**src/fcvt_pkg.sv**
```systemverilog
`default_nettype none

package fcvt_pkg;

    typedef enum logic [1:0] {
        FP32 = 2'd0,
        FP16 = 2'd1
    } fp_fmt_e;

    // RISC-V frm encoding
    typedef enum logic [2:0] {
        RNE = 3'd0,
        RTZ = 3'd1,
        RDN = 3'd2,
        RUP = 3'd3,
        RMM = 3'd4
    } roundmode_e;

    typedef struct packed {
        logic NV;
        logic DZ;
        logic OF;
        logic UF;
        logic NX;
    } fflags_t;

    typedef enum logic [1:0] {
        OP_F2I = 2'd0,
        OP_I2F = 2'd1,
        OP_F2H = 2'd2
    } fcvt_op_e;

    typedef struct packed {
        logic        sign;
        logic [7:0]  exp;
        logic [22:0] mant;
    } fp32_t;

    // one source word, read as float fields or as a plain integer
    typedef union packed {
        fp32_t       fp;
        logic [31:0] raw;
    } fp_word_u;

    function automatic int unsigned exp_bits(fp_fmt_e fmt);
        return (fmt == FP16) ? 5 : 8;
    endfunction

    function automatic int unsigned man_bits(fp_fmt_e fmt);
        return (fmt == FP16) ? 10 : 23;
    endfunction

endpackage

`default_nettype wire

```
**src/fcvt_if.sv**
```systemverilog
`timescale 1ns/1ps
`default_nettype none

interface fcvt_if;
    logic [31:0]          src;
    fcvt_pkg::roundmode_e rm;
    logic                 uext;    // treat the integer side as unsigned
    logic                 is_nan;
    logic [31:0]          dest;
    fcvt_pkg::fflags_t    flags;

    modport conv (input src, rm, uext, is_nan, output dest, flags);

    modport ctrl (output src, rm, uext, is_nan, input dest, flags);
endinterface

`default_nettype wire

```
**src/fp_rounding.sv**
```systemverilog
`timescale 1ns/1ps
`default_nettype none

module fp_rounding #(
    parameter int WIDTH = 23
) (
    input  wire [WIDTH-1:0]           mant_i,
    input  wire                       guard_i,
    input  wire                       sticky_i,
    input  wire                       sign_i,
    input  wire fcvt_pkg::roundmode_e rm_i,
    output logic [WIDTH-1:0]          mant_o,
    output logic                      inexact_o,
    output logic                      cout_o,
    output logic                      up_o
);
    logic up;

    always_comb begin
        case (rm_i)
            fcvt_pkg::RNE: up = guard_i & (sticky_i | mant_i[0]);   // tie goes to even lsb
            fcvt_pkg::RTZ: up = 1'b0;
            fcvt_pkg::RDN: up = (guard_i | sticky_i) & sign_i;
            fcvt_pkg::RUP: up = (guard_i | sticky_i) & ~sign_i;
            fcvt_pkg::RMM: up = guard_i;
            default:       up = 1'b0;
        endcase
    end

    assign {cout_o, mant_o} = {1'b0, mant_i} + up;
    assign inexact_o = guard_i | sticky_i;
    assign up_o = up;
endmodule

`default_nettype wire

```
**src/lzc.sv**
```systemverilog
`timescale 1ns/1ps
`default_nettype none

module lzc #(
    parameter int WIDTH = 32
) (
    input  wire [WIDTH-1:0]           data_i,
    output logic [$clog2(WIDTH)-1:0]  cnt_o,
    output logic                      empty_o
);
    localparam int CNT_W = $clog2(WIDTH);

    // walk upward so the highest set bit is the last one to write the count
    always_comb begin
        cnt_o = '0;
        for (int i = 0; i < WIDTH; i++) begin
            if (data_i[i]) begin
                cnt_o = CNT_W'(WIDTH - 1 - i);
            end
        end
    end

    assign empty_o = ~|data_i;
endmodule

`default_nettype wire

```
**src/f2i.sv**
```systemverilog
`timescale 1ns/1ps
`default_nettype none

module f2i #(
    parameter fcvt_pkg::fp_fmt_e FP_FMT = fcvt_pkg::FP32
) (
    fcvt_if.conv cvt_io
);
    localparam int EXP_BITS = fcvt_pkg::exp_bits(FP_FMT);
    localparam int MAN_BITS = fcvt_pkg::man_bits(FP_FMT);
    localparam int BIAS = (1 << (EXP_BITS - 1)) - 1;
    localparam logic [9:0] MAX_SHAMT = 10'(BIAS + MAN_BITS);  // lsb of the mantissa weighs 1 here
    localparam logic [9:0] MAX_INT_EXP = 10'(BIAS + 31);

    logic                sign;
    logic [EXP_BITS-1:0] exp_f;
    logic [MAN_BITS-1:0] man_f;
    logic                exp_nz, exp_all, exp_of;
    logic [9:0]          exp_w;
    logic [MAN_BITS:0]   mant;
    logic                sel_lpath;
    logic [4:0]          lpath_shamt;
    logic [31:0]         lpath_mant;
    logic                lpath_iv, lpath_may_of, lpath_of;
    logic [9:0]          rpath_shamt;
    logic [MAN_BITS+1:0] rpath_shift, rpath_mask, rpath_mag;
    logic                rpath_sticky, rpath_inexact, rpath_cout, rpath_iv;
    logic [MAN_BITS:0]   rpath_round;
    logic                of, iv, ix, iv_sel_max;
    logic [31:0]         int_abs, int_res;

    assign {sign, exp_f, man_f} = cvt_io.src[EXP_BITS+MAN_BITS:0];
    assign exp_nz = |exp_f;
    assign exp_all = &exp_f;
    // subnormals share the exponent of the smallest normal
    assign exp_w = {{(10-EXP_BITS){1'b0}}, exp_f} | {9'd0, ~exp_nz};
    assign mant = {exp_nz, man_f};
    assign exp_of = exp_w > MAX_INT_EXP;
    assign sel_lpath = exp_w >= MAX_SHAMT;

    // large values, integer already, only a left shift
    assign lpath_shamt = 5'(exp_w - MAX_SHAMT);
    assign lpath_mant = {{(31-MAN_BITS){1'b0}}, mant} << lpath_shamt;
    assign lpath_iv = cvt_io.uext & sign;
    assign lpath_may_of = ~cvt_io.uext & (exp_w == MAX_INT_EXP);
    assign lpath_of = lpath_may_of & (~sign | (|man_f));   // only -2^31 itself fits

    assign rpath_shamt = MAX_SHAMT - exp_w;
    assign rpath_shift = {mant, 1'b0} >> rpath_shamt;
    assign rpath_mask = ~({(MAN_BITS+2){1'b1}} << rpath_shamt);
    assign rpath_sticky = |({mant, 1'b0} & rpath_mask);

    fp_rounding #(
        .WIDTH(MAN_BITS + 1)
    ) u_round (
        .mant_i   (rpath_shift[MAN_BITS+1:1]),
        .guard_i  (rpath_shift[0]),
        .sticky_i (rpath_sticky),
        .sign_i   (sign),
        .rm_i     (cvt_io.rm),
        .mant_o   (rpath_round),
        .inexact_o(rpath_inexact),
        .cout_o   (rpath_cout),
        .up_o     ()
    );

    assign rpath_mag = {rpath_cout, rpath_round};
    assign rpath_iv = cvt_io.uext & sign & (|rpath_mag);

    assign of = exp_of | exp_all | (sel_lpath & lpath_of);
    assign iv = of | (sel_lpath ? lpath_iv : rpath_iv);
    assign ix = ~iv & ~sel_lpath & rpath_inexact;
    assign iv_sel_max = cvt_io.is_nan | ~sign;

    assign int_abs = sel_lpath ? lpath_mant : {{(30-MAN_BITS){1'b0}}, rpath_mag};
    assign int_res = (sign & ~cvt_io.uext) ? -int_abs : int_abs;

    always_comb begin
        if (iv) begin
            cvt_io.dest = iv_sel_max ? {cvt_io.uext, {31{1'b1}}} : {~cvt_io.uext, 31'd0};
        end else begin
            cvt_io.dest = int_res;
        end
    end

    assign cvt_io.flags = '{NV: iv, NX: ix, default: 1'b0};
endmodule

`default_nettype wire

```
**src/i2f.sv**
```systemverilog
`timescale 1ns/1ps
`default_nettype none

module i2f #(
    parameter fcvt_pkg::fp_fmt_e FP_FMT = fcvt_pkg::FP32
) (
    fcvt_if.conv cvt_io
);
    localparam int EXP_BITS = fcvt_pkg::exp_bits(FP_FMT);
    localparam int MAN_BITS = fcvt_pkg::man_bits(FP_FMT);
    localparam int TOP_EXP = (1 << (EXP_BITS - 1)) - 1 + 31;  // biased exponent of bit 31

    logic                sign;
    logic [31:0]         int_abs, int_norm;
    logic [4:0]          lz_cnt;
    logic                lz_empty;
    logic [EXP_BITS-1:0] raw_exp, exp_o;
    logic [MAN_BITS-1:0] round_mant;
    logic                round_ix, round_cout;

    assign sign = cvt_io.src[31] & ~cvt_io.uext;
    assign int_abs = sign ? -cvt_io.src : cvt_io.src;

    lzc #(
        .WIDTH(32)
    ) u_lzc (
        .data_i (int_abs),
        .cnt_o  (lz_cnt),
        .empty_o(lz_empty)
    );

    assign int_norm = int_abs << lz_cnt;    // leading one lands on bit 31
    assign raw_exp = lz_empty ? '0 : EXP_BITS'(TOP_EXP - lz_cnt);

    // bit 31 is the hidden one and is dropped
    fp_rounding #(
        .WIDTH(MAN_BITS)
    ) u_round (
        .mant_i   (int_norm[30 -: MAN_BITS]),
        .guard_i  (int_norm[30-MAN_BITS]),
        .sticky_i (|int_norm[29-MAN_BITS:0]),
        .sign_i   (sign),
        .rm_i     (cvt_io.rm),
        .mant_o   (round_mant),
        .inexact_o(round_ix),
        .cout_o   (round_cout),
        .up_o     ()
    );

    assign exp_o = raw_exp + EXP_BITS'(round_cout);   // mantissa wrapped to zero on carry
    assign cvt_io.dest = 32'({sign, exp_o, round_mant});
    assign cvt_io.flags = '{NX: round_ix, default: 1'b0};
endmodule

`default_nettype wire

```
**src/f2f_down.sv**
```systemverilog
`timescale 1ns/1ps
`default_nettype none

module f2f_down (
    fcvt_if.conv cvt_io
);
    localparam logic [7:0] DELTA = 8'd112;     // 127 - 15
    localparam logic [7:0] MAX_EXP_IN = 8'd142; // maps onto the largest finite fp16 exponent

    fcvt_pkg::fp32_t src;
    logic            exp_nz, exp_all, may_uf, of, uf, rmin, snan;
    logic [7:0]      exp_bias, sub_shift;
    logic [3:0]      sub_shamt;
    logic [9:0]      round_mant, sub_round_mant, of_mant, mant_o;
    logic            round_ix, round_cout, sub_ix, sub_cout, sub_sticky;
    logic [10:0]     sub_mant_pre, sub_mant, sub_mask;
    logic [4:0]      normal_exp, of_exp, exp_o;

    assign src = cvt_io.src;
    assign exp_nz = |src.exp;
    assign exp_all = &src.exp;
    assign snan = cvt_io.is_nan & ~src.mant[22];
    assign may_uf = src.exp <= DELTA;    // fp16 exponent would be zero or below
    assign exp_bias = src.exp - DELTA;

    fp_rounding #(
        .WIDTH(10)
    ) u_round_norm (
        .mant_i   (src.mant[22:13]),
        .guard_i  (src.mant[12]),
        .sticky_i (|src.mant[11:0]),
        .sign_i   (src.sign),
        .rm_i     (cvt_io.rm),
        .mant_o   (round_mant),
        .inexact_o(round_ix),
        .cout_o   (round_cout),
        .up_o     ()
    );

    assign of = (src.exp > MAX_EXP_IN) | ((src.exp == MAX_EXP_IN) & round_cout);
    assign normal_exp = exp_bias[4:0] + 5'(round_cout);

    // everything is shifted out beyond 11 places
    assign sub_shift = DELTA - src.exp;
    assign sub_shamt = (sub_shift > 8'd11) ? 4'd11 : sub_shift[3:0];
    assign sub_mant_pre = {exp_nz, src.mant[22:13]};
    assign sub_mant = sub_mant_pre >> sub_shamt;
    assign sub_mask = ~(11'h7FF << sub_shamt);
    assign sub_sticky = (|src.mant[12:0]) | (|(sub_mant_pre & sub_mask));

    fp_rounding #(
        .WIDTH(10)
    ) u_round_sub (
        .mant_i   (sub_mant[10:1]),
        .guard_i  (sub_mant[0]),
        .sticky_i (sub_sticky),
        .sign_i   (src.sign),
        .rm_i     (cvt_io.rm),
        .mant_o   (sub_round_mant),
        .inexact_o(sub_ix),
        .cout_o   (sub_cout),
        .up_o     ()
    );

    // a carry out of the subnormal path lands on the smallest normal
    assign uf = sub_cout ? (src.exp < DELTA) : may_uf;

    // modes that never round the magnitude up stop at the largest finite value
    assign rmin = (cvt_io.rm == fcvt_pkg::RTZ) ||
                  (cvt_io.rm == fcvt_pkg::RDN && !src.sign) ||
                  (cvt_io.rm == fcvt_pkg::RUP && src.sign);
    assign of_exp = rmin ? 5'd30 : 5'd31;
    assign of_mant = rmin ? 10'h3FF : 10'h000;

    always_comb begin
        if (exp_all) begin
            exp_o = 5'h1F;
            mant_o = {cvt_io.is_nan, 9'd0};    // canonical quiet NaN or infinity
        end else if (of) begin
            exp_o = of_exp;
            mant_o = of_mant;
        end else if (may_uf) begin
            exp_o = {4'd0, sub_cout};
            mant_o = sub_round_mant;
        end else begin
            exp_o = normal_exp;
            mant_o = round_mant;
        end
    end

    assign cvt_io.dest = {16'd0, src.sign & ~cvt_io.is_nan, exp_o, mant_o};

    assign cvt_io.flags.NV = snan;
    assign cvt_io.flags.DZ = 1'b0;
    assign cvt_io.flags.OF = ~exp_all & of;
    assign cvt_io.flags.UF = ~exp_all & uf & sub_ix;
    assign cvt_io.flags.NX = ~exp_all & (of | (may_uf ? sub_ix : round_ix));
endmodule

`default_nettype wire

```
**src/fcvt_unit.sv**
```systemverilog
`timescale 1ns/1ps
`default_nettype none

module fcvt_unit (
    input  wire                       clk_i,
    input  wire                       rst_n_i,
    input  wire                       req_valid_i,
    output logic                      req_ready_o,
    input  wire fcvt_pkg::fcvt_op_e   req_op_i,
    input  wire [31:0]                req_src_i,
    input  wire fcvt_pkg::roundmode_e req_rm_i,
    input  wire                       req_uext_i,
    output logic                      res_valid_o,
    input  wire                       res_ready_i,
    output logic [31:0]               res_data_o,
    output fcvt_pkg::fflags_t         res_flags_o
);
    fcvt_pkg::fp_word_u src_w;
    logic               is_nan;
    logic               req_fire;
    logic [31:0]        res_d;
    fcvt_pkg::fflags_t  flags_d;

    fcvt_if cvt_f2i ();
    fcvt_if cvt_i2f ();
    fcvt_if cvt_f2h ();

    assign src_w.raw = req_src_i;
    assign is_nan = (&src_w.fp.exp) & (|src_w.fp.mant);   // classified once for both float paths

    assign cvt_f2i.src = src_w.fp;
    assign cvt_f2i.rm = req_rm_i;
    assign cvt_f2i.uext = req_uext_i;
    assign cvt_f2i.is_nan = is_nan;

    assign cvt_i2f.src = src_w.raw;
    assign cvt_i2f.rm = req_rm_i;
    assign cvt_i2f.uext = req_uext_i;
    assign cvt_i2f.is_nan = is_nan;

    assign cvt_f2h.src = src_w.fp;
    assign cvt_f2h.rm = req_rm_i;
    assign cvt_f2h.uext = req_uext_i;
    assign cvt_f2h.is_nan = is_nan;

    f2i #(.FP_FMT(fcvt_pkg::FP32)) u_f2i (.cvt_io(cvt_f2i));

    i2f #(.FP_FMT(fcvt_pkg::FP32)) u_i2f (.cvt_io(cvt_i2f));

    f2f_down u_f2h (.cvt_io(cvt_f2h));

    always_comb begin
        case (req_op_i)
            fcvt_pkg::OP_I2F: begin
                res_d = cvt_i2f.dest;
                flags_d = cvt_i2f.flags;
            end
            fcvt_pkg::OP_F2H: begin
                res_d = cvt_f2h.dest;
                flags_d = cvt_f2h.flags;
            end
            default: begin
                res_d = cvt_f2i.dest;
                flags_d = cvt_f2i.flags;
            end
        endcase
    end

    // a new request may enter when the slot is empty or is drained this cycle
    assign req_ready_o = ~res_valid_o | res_ready_i;
    assign req_fire = req_valid_i & req_ready_o;

    always_ff @(posedge clk_i) begin
        if (!rst_n_i) begin
            res_valid_o <= 1'b0;
        end else if (req_ready_o) begin
            res_valid_o <= req_valid_i;
        end
    end

    always_ff @(posedge clk_i) begin
        if (req_fire) begin
            res_data_o <= res_d;
            res_flags_o <= flags_d;
        end
    end
endmodule

`default_nettype wire

```
**config.mk**
```make
export PLATFORM = sky130hd
export DESIGN_NAME = fcvt_unit
export DESIGN_NICKNAME = d
export VERILOG_FILES = /design/src/fcvt_pkg.sv /design/src/fcvt_if.sv /design/src/fp_rounding.sv /design/src/lzc.sv /design/src/f2i.sv /design/src/i2f.sv /design/src/f2f_down.sv /design/src/fcvt_unit.sv
export SDC_FILE = /design/constraint.sdc
export NUM_CORES = 1
export LEC_CHECK = 0
export BUFFER_PORTS_ARGS = -buffer_cell sky130_fd_sc_hd__buf_2
export CAP_MARGIN = 20
export CORE_UTILIZATION = 41
export CTS_BUF_LIST = sky130_fd_sc_hd__clkbuf_8 sky130_fd_sc_hd__clkbuf_16
export CTS_CLUSTER_SIZE = 25
export DETAILED_ROUTE_END_ITERATION = 12
export GPL_TIMING_DRIVEN = 0
export MAX_ROUTING_LAYER = met4
export PLACE_DENSITY = 0.55
export SLEW_MARGIN = 20
export SYNTH_ARGS = -nofsm -noshare
export SYNTH_HDL_FRONTEND = slang
export SYNTH_HIERARCHICAL = 1
export SYNTH_SLANG_ARGS = --single-unit
```
**constraint.sdc**
```tcl
create_clock -name clk_i -period 18.3 [get_ports clk_i]
set_input_delay 0.915 -clock clk_i [delete_from_list [all_inputs] [get_ports clk_i]]
set_output_delay 0.915 -clock clk_i [all_outputs]
set_load 0.01 [all_outputs]
```
==> impl_metrics.toml <==
[detailed_routing]
firstDrtPassIters = 6
drc = 0
viasPerCell = 6.78
drt-total-wl_mm = 67.2
ant_nets = 0
drt_iter0_drc = 2257
vias = 17600
wl_per_cell_um = 25.9

[die]
pin_count = 81
die_y_um = 186
rows = 67
die-area_um2 = 34600
fp.dieW_um = 186
coreArea_um2 = 33400
start_util_pct = 41.5

[critical_path]
worst_r2r_endpoint = "res_flags_o[2]"
rrSetupSlack_ns = 16.89
cpMostUsedCell = "clkbuf_1"
cp_top_family = "buffers and inverters"
arrival_ns = 11.87
worstPathMaxFanout = 12
cpPeakStageDelay_ns = 0.69
reg2reg_depth = 3
worst_setup_path_end_kind = "flip-flop"
crit_buf_inv = 11
start_kind = "input pin"
cpMaxStageDelayCell = "o311ai_0"
worstPathRequired_ns = 18.32
worstSetupPathType = "input pin to flip-flop"
r2r-start = "res_valid_o"

[final_layout]
utilization_pct = 45.2
drive_gt1_share_pct = 12.3
final_cell_area_um2 = 15100
fin_nets = 2213
area_growth_pct = 8.90
final_cells = 2595

[global_routing]
grt_util_all_layers_pct = 39.2
antenna_found_initial = 1
grt_pass1_vias = 15900
grt_overflow = 0
grt_pass1_wl_mm = 99.7
grt_max_degree = 29

[sta]
fin_tns_setup_ns = 0
relSlewSlack_pct = 20.5
slew_viol_final = 0
finClkSkew_ns = 0.00294
hold_viol_final = 0
finalWorstPathRequiredPeriod_ns = 11.85
rsz0062_at_grt = "no"
finalCritPeriodShare_pct = 64.8
fmax_mhz = 84.4
worst_pin_slew_ns = 1.19
setup-violations-final = 0

[power]
switchingPower_uw = 428
total_leakage_power_nw = 5.44
p_per_area_nw_per_um2 = 52.2
p_comb_share_pct = 73.8
pwr-share-seq_pct = 14.3
sw_frac_of_total_pct = 54.2
peakVddDrop_mv = 0.0486
pwr-share-clk_pct = 11.9
finalPower_uw = 789
p_int_uw = 361

[hold_path]
hold_class = "flip-flop to flip-flop"
min_from = "res_valid_o"
holdPathStages = 2
worstHoldEndpoint = "res_valid_o"

[synth]
synth_area_leaders = "edfxtp_1 (8.0%), nand2_1 (5.9%), xnor2_1 (5.7%)"
yosysWarningCount = 6
syn_inst = 2036
synth-edff-count = 37
synth.top_cell.area_share_pct = 8.00
ys_ff_latch = 38
syn_area_per_cell_um2 = 6.82
synth_area_um2 = 13900
ys_seq_area_share_pct = 8.15
synth_ff_type = "edfxtp_1"
async_flop_share_pct = 0
ys_types = 104
post-synth-top-area-cell = "edfxtp_1"

[placement]
dpl.cell_count = 2586
hpwl_mm = 52.9
numPortBuffers = 80
place_area_um2 = 15000
place_congestion = 1.03

[clocking]
cts.hold.buffers_added = 0
h-tree-depth = 2
clock_sinks = 38
cts_buffers = 5
cts_tree = "built"
insertion_delay_ns = 0.28
clock_path_buffers = 2
clockRootBuffer = "clkbuf_16"
cts_resized = 0
path_clk_slew_ns = 0.05
cts_setup_buffers = 0

[job]
max-cap-violations = 0

[status]
outcome = "finished, final reports clean"
==> placed cells by master, fill, tap and decap left out, drive strengths merged, types with 67 or more instances in the layout <==
cell type	count
a21oi	126
buf	164
clkbuf	99
mux2i	67
nand2	219
nand3	79
nor2	211
nor3	96
o21ai	146
xnor2	91
==> worst min-delay path: cells and delay by family, from the launching register on <==
family / cells / cell delay, ns
AOI/OAI and AO/OA: 1 / 0.08
DFF: 1 / 0.31
and+or+nand+nor: 1 / 0.09
==> cells in the mapped netlist (all sizes together), types with 30 or more instances <==
library cell and count:
mux2i 67, nand3 79, a211oi 36, buf 82
nor2 211, o21ai 146, a22oi 49, xnor2 91
o211ai 32, nor3 96, nand2b 30, nand2 219
clkbuf 94, nand4 38, a31oi 39, inv 55
o22ai 38, nor4 50, a21oi 126, edfxtp 37
xor2 43
==> area by class of cell <==
type                            instances  area [µm²]
Sequential cell                        38        1130
Multi-Input combinational cell       1786       11800
Clock inverter                          2        33.8
Timing Repair Buffer                   82         433
Inverter                               57         214
Clock buffer                            5         125
Tap cell                              448         561
Antenna cell                            1        2.50
Fill cell                            3646       18300
Buffer                                176         868
==> worst max path at each step <==
stage                        startpoint  cells past startpoint        endpoint
after floorplan           req_src_i[30]                     37  res_data_o[31]
after global placement    req_src_i[30]                     38  res_data_o[23]
after global routing      req_src_i[24]                     39  res_data_o[28]
after CTS                 req_src_i[30]                     38  res_data_o[23]
final                     req_src_i[30]                     38  res_data_o[23]
after detailed placement  req_src_i[30]                     38  res_data_o[23]
==> metrics by stage <==
step	hold WS, ns	setup WS [ns]
detailed placement	0.529	6.55
global placement	0.511	6.58
finish	0.536	6.45
global route	0.604	5.88
CTS	0.537	6.86
floorplan	0.610	9.54
==> logic make-up after synthesis <==
kind of cell / synth area share (%)
AOI/OAI and AO/OA: 30.8
xor gates and xnor gates: 8.45
adders and majority gates: 2.33
buffers and inverters: 7.80
DFF: 8.15
muxes: 10.4
other: 0.0811
and+or+nand+nor: 32.0
==> flip-flops by register name, indices dropped and copies added (netlist names) <==
register	flops
res_valid_o	1
res_data_o	32
res_flags_o	5
==> power by group through the flow <==
stage          logic (mW)  registers, mW  clock network [mW]
3_5_place_dp        0.559          0.115                   0
6_report            0.583          0.113              0.0936
4_1_cts             0.561          0.113              0.0941
5_1_grt             0.618          0.114              0.0974
3_3_place_gp        0.558          0.115                   0
2_1_floorplan       0.370          0.120                   0
==> metal layers <==
metal  GRT usage, %  vias to the layer above  routed length, µm
met5              -                        -                  0
met4           12.9                        0               2370
met3           6.71                      155               7210
met2           59.3                     1145              28900
met1           52.5                     8374              28600
li1               -                     7910                  -
Power figures use the tool's default switching activity.
